$ cat src/hw/soc_bus_pkg.sv
package soc_bus_pkg;

    // bus side types
    typedef logic [15:0] addr_t;  // byte address, covers the whole map
    typedef logic [63:0] data_t;
    typedef logic [31:0] word_t;  // one memory word

    // word memory region, rom and ram merged
    localparam addr_t MEM_BASE  = 16'h0000;
    localparam int    MEM_WORDS = 1024;
    localparam int    MEM_BYTES = MEM_WORDS * 4;
    localparam int    MEM_IDX_W = $clog2(MEM_WORDS);

    // sd sector window, byte wide
    localparam addr_t SEC_BASE  = 16'h2000;
    localparam int    SEC_BYTES = 512;
    localparam int    SEC_IDX_W = $clog2(SEC_BYTES);

    // single address registers
    localparam addr_t KEY_ADDR      = 16'h3000;
    localparam addr_t SD_ADDR_ADDR  = 16'h3008;
    localparam addr_t SD_READ_ADDR  = 16'h3010;
    localparam addr_t SD_READY_ADDR = 16'h3018;
    localparam addr_t SD_AVAIL_ADDR = 16'h3020;

    // register write select, sequencer to io_regs
    localparam logic [1:0] REG_SD_SECTOR = 2'd1;
    localparam logic [1:0] REG_SD_READ   = 2'd2;

    typedef enum logic [1:0] {
        SZ_BYTE,
        SZ_HALF,
        SZ_WORD,
        SZ_DOUBLE  // two words, low word at the lower address
    } size_e;

    // decoded target of a request
    typedef enum logic [2:0] {
        RGN_NONE,  // unmapped
        RGN_MEM,
        RGN_SEC,
        RGN_KEY,
        RGN_SD_ADDR,
        RGN_SD_READ,
        RGN_READY,
        RGN_AVAIL
    } region_e;

    typedef struct packed {
        logic  wr;     // 1 = store
        size_e size;
        addr_t addr;
        data_t wdata;
    } bus_req_t;

    typedef struct packed {
        data_t data;
        logic  err;    // unmapped address
    } bus_rsp_t;

    typedef struct packed {
        logic [MEM_IDX_W-1:0] idx;
        logic                 we;
        logic [3:0]           mask;  // byte lanes, bit 0 = bits 7:0
        word_t                wdata;
    } ram_cmd_t;

endpackage

$ cat src/hw/bus_sequencer.sv
`timescale 1ns/1ps

module bus_sequencer (
    input  logic                              CLOCK_50,
    input  logic                              KEY0,
    input  logic                              req_valid,
    input  soc_bus_pkg::bus_req_t             bus_req,
    input  soc_bus_pkg::word_t                ram_rdata,
    input  logic [7:0]                        sec_rdata,
    input  logic [7:0]                        key_code,
    input  logic                              sector_avail,
    input  logic                              sd_ready,
    output logic                              req_ready,
    output logic                              done,
    output soc_bus_pkg::bus_rsp_t             bus_rsp,
    output soc_bus_pkg::ram_cmd_t             ram_cmd,
    output logic [soc_bus_pkg::SEC_IDX_W-1:0] sec_index,
    output logic                              reg_wr,
    output logic [1:0]                        reg_sel,
    output logic [31:0]                       reg_wdata
);

    typedef enum logic [1:0] {
        S_IDLE,
        S_FIRST,   // first ram word or sector byte in flight
        S_SECOND,  // second word of a double
        S_RESP
    } state_e;

    state_e                               state;
    soc_bus_pkg::bus_req_t                req_q;
    soc_bus_pkg::region_e                 rgn_q;
    soc_bus_pkg::region_e                 rgn_in;
    soc_bus_pkg::addr_t                   mem_off;
    soc_bus_pkg::addr_t                   sec_off;
    soc_bus_pkg::word_t                   lo_word;  // low half of a double load
    soc_bus_pkg::word_t                   lane_data;
    soc_bus_pkg::word_t                   ram_wdata;
    soc_bus_pkg::bus_rsp_t                rsp_next;
    logic [soc_bus_pkg::MEM_IDX_W-1:0]    ram_idx;
    logic [3:0]                           lane_mask;
    logic [3:0]                           ram_mask;
    logic                                 ram_we;
    logic                                 accept;
    logic                                 is_double;

    assign req_ready = (state == S_IDLE) && !done;  // stays low through the done cycle
    assign accept    = req_valid && req_ready;
    assign is_double = (rgn_q == soc_bus_pkg::RGN_MEM) && (req_q.size == soc_bus_pkg::SZ_DOUBLE);

    // address decode straight off the request
    always_comb begin
        mem_off = bus_req.addr - soc_bus_pkg::MEM_BASE;
        sec_off = bus_req.addr - soc_bus_pkg::SEC_BASE;
        rgn_in  = soc_bus_pkg::RGN_NONE;
        if (mem_off < soc_bus_pkg::MEM_BYTES) begin
            rgn_in = soc_bus_pkg::RGN_MEM;
        end else if (sec_off < soc_bus_pkg::SEC_BYTES) begin
            rgn_in = soc_bus_pkg::RGN_SEC;
        end else begin
            case (bus_req.addr)
                soc_bus_pkg::KEY_ADDR:      rgn_in = soc_bus_pkg::RGN_KEY;
                soc_bus_pkg::SD_ADDR_ADDR:  rgn_in = soc_bus_pkg::RGN_SD_ADDR;
                soc_bus_pkg::SD_READ_ADDR:  rgn_in = soc_bus_pkg::RGN_SD_READ;
                soc_bus_pkg::SD_READY_ADDR: rgn_in = soc_bus_pkg::RGN_READY;
                soc_bus_pkg::SD_AVAIL_ADDR: rgn_in = soc_bus_pkg::RGN_AVAIL;
                default:                    rgn_in = soc_bus_pkg::RGN_NONE;
            endcase
        end
    end

    // store lanes, data moved up to the addressed byte
    always_comb begin
        case (bus_req.size)
            soc_bus_pkg::SZ_BYTE: begin
                lane_mask = 4'b0001 << bus_req.addr[1:0];
                lane_data = 32'(bus_req.wdata[7:0]) << {bus_req.addr[1:0], 3'b000};
            end
            soc_bus_pkg::SZ_HALF: begin
                lane_mask = 4'b0011 << bus_req.addr[1:0];  // offset 3 loses the top byte
                lane_data = 32'(bus_req.wdata[15:0]) << {bus_req.addr[1:0], 3'b000};
            end
            default: begin
                lane_mask = 4'b1111;  // word and low half of double
                lane_data = bus_req.wdata[31:0];
            end
        endcase
    end

    // load formatting, zero extended
    always_comb begin
        rsp_next.err  = (rgn_q == soc_bus_pkg::RGN_NONE);
        rsp_next.data = '0;
        if (!req_q.wr) begin
            case (rgn_q)
                soc_bus_pkg::RGN_MEM: begin
                    if (req_q.size == soc_bus_pkg::SZ_DOUBLE) begin
                        rsp_next.data = {ram_rdata, lo_word};
                    end else begin
                        rsp_next.data = 64'(ram_rdata >> {req_q.addr[1:0], 3'b000});
                    end
                end
                soc_bus_pkg::RGN_SEC:   rsp_next.data = 64'(sec_rdata);  // one byte, any size
                soc_bus_pkg::RGN_KEY:   rsp_next.data = 64'(key_code);
                soc_bus_pkg::RGN_READY: rsp_next.data = 64'(sd_ready);
                soc_bus_pkg::RGN_AVAIL: rsp_next.data = 64'(sector_avail);
                default:                rsp_next.data = '0;
            endcase
        end
    end

    always_ff @(posedge CLOCK_50 or negedge KEY0) begin
        if (!KEY0) begin
            state  <= S_IDLE;
            done   <= 1'b0;
            reg_wr <= 1'b0;
            ram_we <= 1'b0;
        end else begin
            done   <= 1'b0;  // all single cycle strobes
            reg_wr <= 1'b0;
            ram_we <= 1'b0;
            case (state)
                S_IDLE: begin
                    if (accept) begin
                        if (rgn_in == soc_bus_pkg::RGN_MEM || rgn_in == soc_bus_pkg::RGN_SEC) begin
                            state <= S_FIRST;
                        end else begin
                            state <= S_RESP;  // registers answer next edge
                        end
                        ram_we <= bus_req.wr && (rgn_in == soc_bus_pkg::RGN_MEM);
                        reg_wr <= bus_req.wr && (rgn_in == soc_bus_pkg::RGN_SD_ADDR ||
                                                 rgn_in == soc_bus_pkg::RGN_SD_READ);
                    end
                end
                S_FIRST: begin
                    if (is_double) begin
                        state  <= S_SECOND;
                        ram_we <= req_q.wr;  // upper word store
                    end else begin
                        state <= S_RESP;
                    end
                end
                S_SECOND: state <= S_RESP;
                default: begin
                    state <= S_IDLE;
                    done  <= 1'b1;
                end
            endcase
        end
    end

    // request copy and memory command payload
    always_ff @(posedge CLOCK_50) begin
        case (state)
            S_IDLE: begin
                if (accept) begin
                    req_q     <= bus_req;
                    rgn_q     <= rgn_in;
                    ram_idx   <= mem_off[soc_bus_pkg::MEM_IDX_W+1:2];
                    ram_mask  <= lane_mask;
                    ram_wdata <= lane_data;
                    sec_index <= sec_off[soc_bus_pkg::SEC_IDX_W-1:0];
                end
            end
            S_FIRST: begin
                ram_idx   <= ram_idx + 1'b1;  // next word, only used by doubles
                ram_mask  <= 4'b1111;
                ram_wdata <= req_q.wdata[63:32];
            end
            S_SECOND: lo_word <= ram_rdata;  // first word back now
            default: bus_rsp <= rsp_next;
        endcase
    end

    assign ram_cmd   = '{idx: ram_idx, we: ram_we, mask: ram_mask, wdata: ram_wdata};
    assign reg_sel   = (rgn_q == soc_bus_pkg::RGN_SD_READ) ? soc_bus_pkg::REG_SD_READ
                                                          : soc_bus_pkg::REG_SD_SECTOR;
    assign reg_wdata = req_q.wdata[31:0];

endmodule

$ cat config.mk
export PLATFORM = sky130hd
export DESIGN_NAME = bus_sequencer
export DESIGN_NICKNAME = d
export VERILOG_FILES = /design/src/hw/soc_bus_pkg.sv /design/src/hw/bus_sequencer.sv
export SDC_FILE = /design/constraint.sdc
export NUM_CORES = 1
export LEC_CHECK = 0
export BUFFER_PORTS_ARGS = -buffer_cell sky130_fd_sc_hd__buf_2
export CAP_MARGIN = 10
export CORE_MARGIN = 5
export CORE_UTILIZATION = 52
export CTS_CLUSTER_SIZE = 10
export DETAILED_ROUTE_END_ITERATION = 8
export PLACE_DENSITY = 0.8
export SETUP_SLACK_MARGIN = 0.1
export SYNTH_ARGS = -nofsm -noshare
export SYNTH_HDL_FRONTEND = slang
export SYNTH_SLANG_ARGS = --single-unit
$ cat constraint.sdc
create_clock -name CLOCK_50 -period 5.1 [get_ports CLOCK_50]
set_input_delay 0.51 -clock CLOCK_50 [delete_from_list [all_inputs] [get_ports CLOCK_50]]
set_output_delay 0.51 -clock CLOCK_50 [all_outputs]
set_load 0.02 [all_outputs]
==> impl_metrics.env, run 1 <==
export IMPL_synth_edff_count=222
export IMPL_io_pins=294
export IMPL_drtPass1Iterations=5
export IMPL_clk_pin_slew_worst_paths_ns=0.05
export IMPL_slew_viol_final=0
export IMPL_synth_avg_cell_area_um2=14.6
export IMPL_ys_seq_area_share_pct=68.4
export IMPL_max_slew_worst_pin_slew_ns=1.12
export IMPL_synthTopCellsByArea="edfxtp_1, buf_4, and2_1, mux2i_1, a2bb2oi_1"
export IMPL_cp_cell_sequence="inv_1 > ha_2 > buf_4 > a21o_2"
export IMPL_worstReg2RegEnd="ram_mask[1]"
export IMPL_powerDensity_mw_per_mm2=555
export IMPL_syn2layout_area_growth_pct=21.1
export IMPL_grt_pass1_wl_mm=37.0
export IMPL_crit_path_max_fanout=64
export IMPL_syn_inst=678
export IMPL_path_delay_family="compound AO/OA/AOI/OAI gates"
export IMPL_drt_iter0_markers=427
export IMPL_fin_skew_ns=0.0111
export IMPL_finalSetupViolCount=0
export IMPL_cp_startpoint="state[1]"
export IMPL_async_flop_share_pct=2.20
export IMPL_htree_levels=1
export IMPL_place_congestion=0.880
export IMPL_start_util_pct=52.9
export IMPL_cp_required_ns=5.23
export IMPL_critPathArrivalTime_ns=2.72
export IMPL_yosysTopAreaCell="edfxtp_1"
export IMPL_cp_num_cells=4
export IMPL_synth_cell_type_count=49
export IMPL_grt_setup_unrepaired="false"
export IMPL_die_area_mm2=0.0220
export IMPL_ys_warn_count=0
export IMPL_fin_setup_tns_ns=0
export IMPL_grt_pass1_vias=6634
export IMPL_clock_path_buffers=3
export IMPL_cts_made_buffers=26
export IMPL_drcViolationCount=0
export IMPL_cp_endpoint="ram_mask[1]"
export IMPL_ir_drop_uv=362
export IMPL_grt_antenna_before_repair=1
export IMPL_port_buffers=293
export IMPL_synth_nets=820
export IMPL_place_hpwl_mm=17.4
export IMPL_post_route_min_period_ns=2.59
export IMPL_synth_area_mm2=0.00993
export IMPL_reg2reg_depth=4
export IMPL_crit_path_start_kind="flip-flop"
export IMPL_cpPeakStageDelay_ns=0.94
export IMPL_synthFlopType="edfxtp_1"
export IMPL_final_nets=1077
export IMPL_num_vias=6663
export IMPL_place_inst=1140
export IMPL_grtUsageTotal_pct=21.4
export IMPL_avgViaCountPerCell=5.64
export IMPL_r2r_start="state[1]"
export IMPL_wirelength_mm=24.6
export IMPL_cts_sinks=227
export IMPL_layout_drive_gt1_share_pct=38.0
export IMPL_rrSetupSlack_ns=2.51
export IMPL_synth_seq_cells=227
export IMPL_design_core_area_mm2=0.0188
export IMPL_timing_final_crit_share_pct=50.8
export IMPL_rows=50
export IMPL_fmax_mhz=386
export IMPL_p_leak_nw=4.70
export IMPL_ant_nets=0
export IMPL_crit_type="flip-flop to flip-flop"
export IMPL_clk_latency_ns=0.52
export IMPL_die_w_um=148
export IMPL_hold_path_class="primary input to flip-flop"
export IMPL_synth_top_area_share_pct=67.2
export IMPL_slew_headroom_pct=25.1
export IMPL_wl_per_cell_um=20.8
export IMPL_grt_max_degree=82
export IMPL_num_fill_cells=1372
export IMPL_die_h_um=148
export IMPL_status="completed"
export IMPL_cts_tree="built"
export IMPL_finalNonFillerCells=1181
export IMPL_crit_path_top_delay_cell="a21o_2"
export IMPL_cp_num_buf_inv=2
export IMPL_hold_viol_final=0
export IMPL_cts_root_buf="clkbuf_16"
export IMPL_maxCapViolCount=0
export IMPL_overflow=0
export IMPL_cp_end_kind="flip-flop"
[through the flow]
step                      instance area [µm²]  utilization, %  power, mW  worst slack (ns)  hold slack (ns)
after floorplan                          9930               -       4.42              1.05            0.214
after global placement                  11300            60.1       5.05              2.51            0.339
after detailed placement                11300            60.1       5.10              2.47            0.340
after CTS                               12000            64.0       6.73              2.45            0.145
after global routing                    12000            64.0       6.97              2.34            0.151
final                                   12000            64.0       6.67              2.51            0.172
[logic make-up (layout without fill, tap and decap cells)]
| family | Yosys count | in the layout | synth area share [%] |
|---|---|---|---|
| compound gates | 134 | 134 | 9.05 |
| xor+xnor | 6 | 6 | 0.529 |
| fa+ha+maj | 6 | 6 | 0.756 |
| buf+inv | 81 | 348 | 4.97 |
| flops | 227 | 227 | 68.4 |
| mux | 49 | 49 | 6.31 |
| other cells | 0 | 2 | 0 |
| simple gates | 175 | 175 | 9.97 |
[placed cells by master (no fill, tap or decap), types with 23 or more instances in the layout]
cell,n
nand2_1,23
clkbuf_16,27
a21oi_1,23
buf_2,293
and2_1,42
edfxtp_1,222
nor2_1,48
a2bb2oi_1,24
mux2i_1,24
o21ai_0,35
[power by group]
| group | switching (mW) | internal [mW] |
|---|---|---|
| Sequential | 0.210 | 2.82 |
| Clock | 0.664 | 0.952 |
| Combinational | 1.40 | 0.625 |
[worst min-delay path by stage]
| stage | start | to | slack [ns] | depth (start not counted) |
|---|---|---|---|---|
| 2_1_floorplan | KEY0 | done | 0.21 | 0 |
| 3_3_place_gp | KEY0 | reg_wr | 0.34 | 1 |
| 3_5_place_dp | KEY0 | ram_we | 0.34 | 1 |
| 4_1_cts | bus_req[32] | req_q[32] | 0.14 | 1 |
| 5_1_grt | bus_req[32] | req_q[32] | 0.15 | 1 |
| 6_report | bus_req[60] | req_q[60] | 0.17 | 1 |
[synthesized netlist by cell type (8+ instances only)]
cell type,instances
a211oi_1,9
a21oi_1,23
a221oi_1,8
a22oi_1,16
a2bb2oi_1,24
and2_1,42
buf_2,10
buf_4,37
clkbuf_1,15
edfxtp_1,222
inv_1,9
mux2_2,16
mux2i_1,24
mux4_2,8
nand2_1,23
nor2_1,48
nor2b_1,21
nor4bb_1,8
o21ai_0,35
o31ai_1,9
[area by class of cell]
cell class | count | area, µm² | area share, %
diodes | 2 | 5.00 | 0.0416
clock buffers | 37 | 713 | 5.93
clock inverters | 1 | 5.00 | 0.0416
inverters | 10 | 37.5 | 0.312
multi-input cells | 370 | 2650 | 22.1
flip-flops and latches | 227 | 6790 | 56.5
well taps | 234 | 293 | 2.44
repair buffers | 300 | 1520 | 12.7
[state kept, by name, summed over array words and instances, names as in the netlist]
signal and flops:
ram_we 1, rgn_q 3, ram_idx 10, ram_mask 4, reg_wdata 32, lo_word 32, reg_wr 1, req_q 35
state 2, sec_index 9, done 1, bus_rsp 65, ram_wdata 32
[routing by layer]
metal | part of all wire (%) | global-route usage (%) | up-vias
met3 | 11 | 6.73 | 45
li1 | - | - | 3075
met5 | 0.037 | 0 | -
met4 | 3.0 | 6.74 | 2
met2 | 49 | 37.0 | 370
met1 | 37 | 25.8 | 3171
[timing repair]
| item | 4_1_cts | 5_1_grt |
|---|---|---|
| hold buffers | 1 | 0 |
| setup buffers | 0 | 0 |
| resized for setup | 0 | 0 |
| hold endpoints to repair | 5 | 0 |
Note: power is estimated with default switching activity, not from simulation.
==> inputs of run 2 (changes only) <==
--- a/config.mk
+++ b/config.mk
@@ -8,10 +8,10 @@
 export BUFFER_PORTS_ARGS = -buffer_cell sky130_fd_sc_hd__buf_2
 export CAP_MARGIN = 10
 export CORE_MARGIN = 5
-export CORE_UTILIZATION = 52
+export CORE_UTILIZATION = 47
 export CTS_CLUSTER_SIZE = 10
 export DETAILED_ROUTE_END_ITERATION = 8
-export PLACE_DENSITY = 0.8
+export PLACE_DENSITY = 0.77
 export SETUP_SLACK_MARGIN = 0.1
 export SYNTH_ARGS = -nofsm -noshare
 export SYNTH_HDL_FRONTEND = slang
==> constraint.sdc (replaced) <==
create_clock -name CLOCK_50 -period 2.2 [get_ports CLOCK_50]
set_input_delay 0.22 -clock CLOCK_50 [delete_from_list [all_inputs] [get_ports CLOCK_50]]
set_output_delay 0.22 -clock CLOCK_50 [all_outputs]
set_load 0.02 [all_outputs]
==> run 2 against run 1 <==
Sequential power increased by 130%. Utilization decreased by 0.15 points. Largest cell class unchanged. Critical path type unchanged. Register-to-register slack worse by 2.2 ns. Sequential share of layout area is 5.6 points lower. Cell area is 11% higher. Die area increased by 9.9%. Via count is 11% higher.
==> impl_metrics.env, run 2 (synthesis results as in run 1) <==
export IMPL_status="completed"
export IMPL_htree_levels=1
export IMPL_grt_pass1_wl_mm=44.0
export IMPL_maxCapViolCount=0
export IMPL_max_slew_worst_pin_slew_ns=0.621
export IMPL_finalSetupViolCount=0
export IMPL_critPathArrivalTime_ns=2.32
export IMPL_hold_path_class="primary input to flip-flop"
export IMPL_place_congestion=0.848
export IMPL_drt_iter0_markers=571
export IMPL_crit_path_max_fanout=33
export IMPL_grt_setup_unrepaired="false"
export IMPL_largest_register_ffs=65
export IMPL_final_nets=1197
export IMPL_rows=53
export IMPL_overflow=0
export IMPL_slew_headroom_pct=58.5
export IMPL_syn2layout_area_growth_pct=34.4
export IMPL_design_core_area_mm2=0.0209
export IMPL_drtPass1Iterations=5
export IMPL_clock_path_buffers=3
export IMPL_powerDensity_mw_per_mm2=1220
export IMPL_n_antenna_cell=0
export IMPL_clk_latency_ns=0.53
export IMPL_cp_cell_sequence="or4b_1 > buf_4 > nor2_8 > and2_1"
export IMPL_clk_pin_slew_worst_paths_ns=0.05
export IMPL_die_w_um=155
export IMPL_cts_made_buffers=27
export IMPL_cts_tree="built"
export IMPL_avgViaCountPerCell=5.52
export IMPL_p_clk_share_pct=24.8
export IMPL_layout_commonest_cell="buf_2"
export IMPL_power_switching_mw=5.57
export IMPL_grtUsageTotal_pct=23.2
export IMPL_crit_path_start_kind="flip-flop"
export IMPL_path_delay_family="simple AND/OR/NAND/NOR gates"
export IMPL_io_pins=294
export IMPL_post_route_min_period_ns=1.94
export IMPL_cp_end_kind="flip-flop"
export IMPL_power_share_switching_pct=34.2
export IMPL_cts_setup_buffers=0
export IMPL_intPower_mw=10.7
export IMPL_p_comb_share_pct=32.4
export IMPL_cts_root_buf="clkbuf_16"
export IMPL_grt_pass1_vias=7752
export IMPL_num_vias=7407
export IMPL_timing_final_crit_share_pct=88.1
export IMPL_crit_path_top_delay_cell="or4b_1"
export IMPL_cpPeakStageDelay_ns=0.54
export IMPL_slew_viol_final=0
export IMPL_crit_type="flip-flop to flip-flop"
export IMPL_finalWorstSetupSlack_ns=0.263
export IMPL_cp_num_buf_inv=1
export IMPL_cp_required_ns=2.58
export IMPL_drcViolationCount=0
export IMPL_wirelength_mm=28.9
export IMPL_start_util_pct=47.5
export IMPL_grt_antenna_before_repair=0
export IMPL_final_cell_mix="buf_2, edfxtp_1, dlygate4sd3_1, nor2_1, and2_1"
export IMPL_p_leak_nw=5.26
export IMPL_fmax_mhz=516
export IMPL_die_area_mm2=0.0241
export IMPL_ir_drop_uv=991
export IMPL_largest_register="bus_rsp"
export IMPL_hold_viol_final=0
export IMPL_layout_drive_gt1_share_pct=36.0
export IMPL_ant_nets=0
export IMPL_fin_skew_ns=0.0190
export IMPL_reg_top3="bus_rsp (65), req_q (35)"
export IMPL_die_h_um=155
export IMPL_share_seq_of_total_power_pct=42.8
export IMPL_wl_per_cell_um=21.5
export IMPL_place_hpwl_mm=19.0
export IMPL_post_place_ws_ns=0.278
export IMPL_grt_max_degree=68
export IMPL_hold_slack_ns=0.0157
export IMPL_port_buffers=293
export IMPL_cts_sinks=227
==> run 2: changes by cell type in the layout (fill, tap and decap cells not counted), sizes merged <==
cell	change
dlygate4sd3	+100
buf	+19
clkbuf	+2
diode	-2
bufinv	+1
inv	+1
==> run 2: routing by layer <==
layer	vias to the layer above	share of wire (%)	track usage [%]
li1	3319	-	-
met1	3577	36	26.9
met2	439	51	42.3
met3	72	9.7	5.56
met4	0	3.4	7.71
met5	-	0	0
==> run 2: cell type report <==
type                    instances  area (µm²)
fillers                      1521        7540
flip-flops and latches        227        6790
repair buffers                419        2730
multi-input cells             370        2660
clock buffers                  39         741
well taps                     275         344
clock inverters                 3        43.8
inverters                      10        37.5
==> run 2: metrics by stage <==
stage                     instances  cell area [µm²]  total power [mW]  setup TNS (ns)  utilization [%]
after floorplan                 678             9940              10.2           -2.65                -
after global placement         1200            11600              12.0               0             55.3
after detailed placement       1200            11600              12.2               0             55.3
after CTS                      1342            13300              16.3               0             63.8
after global routing           1343            13300              17.0               0             63.9
final                          1343            13300              16.3               0             63.9
==> run 2: final timing paths <==
path / start / end / slack [ns] / depth (start not counted)
min reg2reg: req_q[48] / ram_wdata[16] / 0.52 / 2
min in group asynchronous: KEY0 / state[1] / 0.05 / 2
max reg2reg: rgn_q[2] / bus_rsp[47] / 0.26 / 4
max in group asynchronous: KEY0 / done / 2.00 / 2
max: rgn_q[2] / bus_rsp[47] / 0.26 / 4
min: ram_rdata[25] / lo_word[25] / 0.02 / 1
==> run 2: power by group through the flow <==
stage | combinational, mW | clock, mW | sequential, mW
4_1_cts | 5.29 | 4.08 | 6.96
3_3_place_gp | 5.04 | 0 | 6.98
2_1_floorplan | 2.24 | 0 | 7.98
3_5_place_dp | 5.14 | 0 | 7.03
6_report | 5.29 | 4.05 | 6.97
5_1_grt | 5.64 | 4.28 | 7.09
==> run 2: repair_timing <==
item                       4_1_cts  5_1_grt
hold buffers                   100        1
hold endpoints to repair       105        1
setup endpoints to repair        0        0
resized for setup                0        0
==> inputs of run 3 (changes only) <==
--- a/config.mk
+++ b/config.mk
@@ -8,10 +8,10 @@
 export BUFFER_PORTS_ARGS = -buffer_cell sky130_fd_sc_hd__buf_2
 export CAP_MARGIN = 10
 export CORE_MARGIN = 5
-export CORE_UTILIZATION = 47
+export CORE_UTILIZATION = 52
 export CTS_CLUSTER_SIZE = 10
 export DETAILED_ROUTE_END_ITERATION = 8
-export PLACE_DENSITY = 0.77
+export PLACE_DENSITY = 0.8
 export SETUP_SLACK_MARGIN = 0.1
 export SYNTH_ARGS = -nofsm -noshare
 export SYNTH_HDL_FRONTEND = slang
==> constraint.sdc (replaced) <==
create_clock -name CLOCK_50 -period 1.9 [get_ports CLOCK_50]
set_input_delay 0.19 -clock CLOCK_50 [delete_from_list [all_inputs] [get_ports CLOCK_50]]
set_output_delay 0.19 -clock CLOCK_50 [all_outputs]
set_load 0.02 [all_outputs]
==> run 3 against run 2 <==
Routed wire length increased by 0.53%. Total power increased by 16%. Combinational power increased by 19%. Via count increased by 1.6%. Maximum frequency increased by 9.8%. Non-clock buffer count increased by 16. Critical endpoint is now bus_rsp[53]. Flip-flop and latch count unchanged. Global-route usage increased by 2.5 points.
==> impl_metrics.env, run 3 (synthesis results as in run 1) <==
export IMPL_max_slew_worst_pin_slew_ns=0.606
export IMPL_slew_viol_final=0
export IMPL_layout_drive_gt1_share_pct=36.2
export IMPL_start_util_pct=52.9
export IMPL_fmax_mhz=567
export IMPL_clk_latency_ns=0.52
export IMPL_num_vias=7522
export IMPL_p_total_mw=18.9
export IMPL_grt_max_degree=65
export IMPL_drt_iter0_markers=540
export IMPL_io_pins=294
export IMPL_worstReg2RegEnd="bus_rsp[53]"
export IMPL_hold_viol_final=0
export IMPL_port_buffers=293
export IMPL_finalSetupViolCount=0
export IMPL_p_leak_nw=5.33
export IMPL_cts_tree="built"
export IMPL_clk_pin_slew_worst_paths_ns=0.06
export IMPL_grt_antenna_before_repair=0
export IMPL_place_hpwl_mm=18.4
export IMPL_reg2reg_depth=5
export IMPL_final_cell_area_mm2=0.0135
export IMPL_die_w_um=148
export IMPL_crit_type="flip-flop to flip-flop"
export IMPL_cts_made_buffers=26
export IMPL_path_delay_family="simple AND/OR/NAND/NOR gates"
export IMPL_drtPass1Iterations=5
export IMPL_timing_final_crit_share_pct=92.9
export IMPL_slew_headroom_pct=59.5
export IMPL_cts_sinks=227
export IMPL_clock_path_buffers=3
export IMPL_cp_end_kind="flip-flop"
export IMPL_grtUsageTotal_pct=25.7
export IMPL_largest_register_ffs=65
export IMPL_place_congestion=0.848
export IMPL_grt_setup_unrepaired="false"
export IMPL_hold_slack_ns=0.0317
export IMPL_avgViaCountPerCell=5.68
export IMPL_cp_cell_sequence="or4b_4 > buf_12 > nor2_4 > buf_12 > and2_1"
export IMPL_htree_levels=1
export IMPL_critPathArrivalTime_ns=2.14
export IMPL_ant_nets=0
export IMPL_post_route_min_period_ns=1.76
export IMPL_crit_path_max_fanout=33
export IMPL_cpPeakStageDelay_ns=0.58
export IMPL_powerDensity_mw_per_mm2=1400
export IMPL_largest_register="bus_rsp"
export IMPL_rows=50
export IMPL_crit_path_top_delay_cell="or4b_4"
export IMPL_hold_path_class="primary input to async pin"
export IMPL_fin_setup_tns_ns=0
export IMPL_die_h_um=148
export IMPL_crit_path_start_kind="flip-flop"
export IMPL_n_antenna_cell=0
export IMPL_maxCapViolCount=0
export IMPL_wl_per_cell_um=22.0
export IMPL_syn2layout_area_growth_pct=35.8
export IMPL_design_core_area_mm2=0.0188
export IMPL_final_cell_mix="buf_2, edfxtp_1, dlygate4sd3_1, nor2_1, and2_1"
export IMPL_layout_commonest_cell="buf_2"
export IMPL_final_nets=1213
export IMPL_drcViolationCount=0
export IMPL_fin_skew_ns=0.0175
export IMPL_status="completed"
export IMPL_r2r_start="rgn_q[2]"
export IMPL_cp_num_buf_inv=2
export IMPL_wirelength_mm=29.1
export IMPL_cp_required_ns=2.27
export IMPL_rrSetupSlack_ns=0.14
export IMPL_die_area_mm2=0.0220
export IMPL_cts_root_buf="clkbuf_16"
export IMPL_overflow=0
export IMPL_cpMostUsedCell="buf_12"
export IMPL_reg_top3="bus_rsp (65), req_q (35)"
export IMPL_grt_pass1_vias=7869
export IMPL_grt_pass1_wl_mm=44.2
export IMPL_ir_drop_uv=1010
export IMPL_place_area_mm2=0.0116
run 3: changes by cell type in the layout (fill, tap and decap cells not counted), sizes merged:
cell and change:
inv -1, bufinv -1, clkbuf +9, buf +12, clkinv -1, dlygate4sd3 +4
nor2 +1
run 3: layer usage:
metal  vias up  global-route usage (%)  share of wire, %
li1       3351                       -                 -
met1      3620                    30.3                36
met2       469                    45.6                51
met3        82                    6.28               9.3
met4         0                    9.65               3.8
met5         -                       0                 0
run 3: repair_timing:
| item | 4_1_cts | 5_1_grt |
|---|---|---|
| buffers inserted | 2 | 5 |
| gates resized for setup | 2 | 8 |
| hold buffers | 105 | 0 |
| setup endpoints to repair | 34 | 23 |
| hold endpoints to repair | 112 | 0 |
| cloned | 1 | 0 |
| pin swaps | 1 | 0 |
run 3: where the power goes:
group	internal, mW	switching, mW
logic	2.25	4.06
clock network	2.64	1.86
registers	7.52	0.579
run 3: worst max-delay path by stage:
stage / startpoint / end / slack [ns] / cells after the start
floorplan: state[0] / ram_idx[0] / -0.36 / 4
global placement: rgn_q[2] / bus_rsp[58] / 0.16 / 4
detailed placement: rgn_q[2] / bus_rsp[58] / 0.07 / 4
CTS: state[1] / req_ready / 0.08 / 5
global route: rgn_q[1] / reg_sel[1] / 0.08 / 4
finish: rgn_q[2] / bus_rsp[53] / 0.14 / 5
run 3: cell type report:
cell class,count,area (µm²)
Clock buffer,48,754
Inverter,10,37.5
Timing Repair Buffer,435,2920
Tap cell,234,293
Multi-Input combinational cell,371,2690
Sequential cell,227,6790
Fill cell,1174,5290
run 3: through the flow:
stage | cells | util, % | setup WS [ns]
detailed placement | 1164 | 61.6 | 0.0717
finish | 1325 | 71.8 | 0.135
global placement | 1164 | 61.6 | 0.157
global route | 1325 | 71.8 | 0.0819
CTS | 1320 | 71.5 | 0.0826
floorplan | 678 | - | -0.357
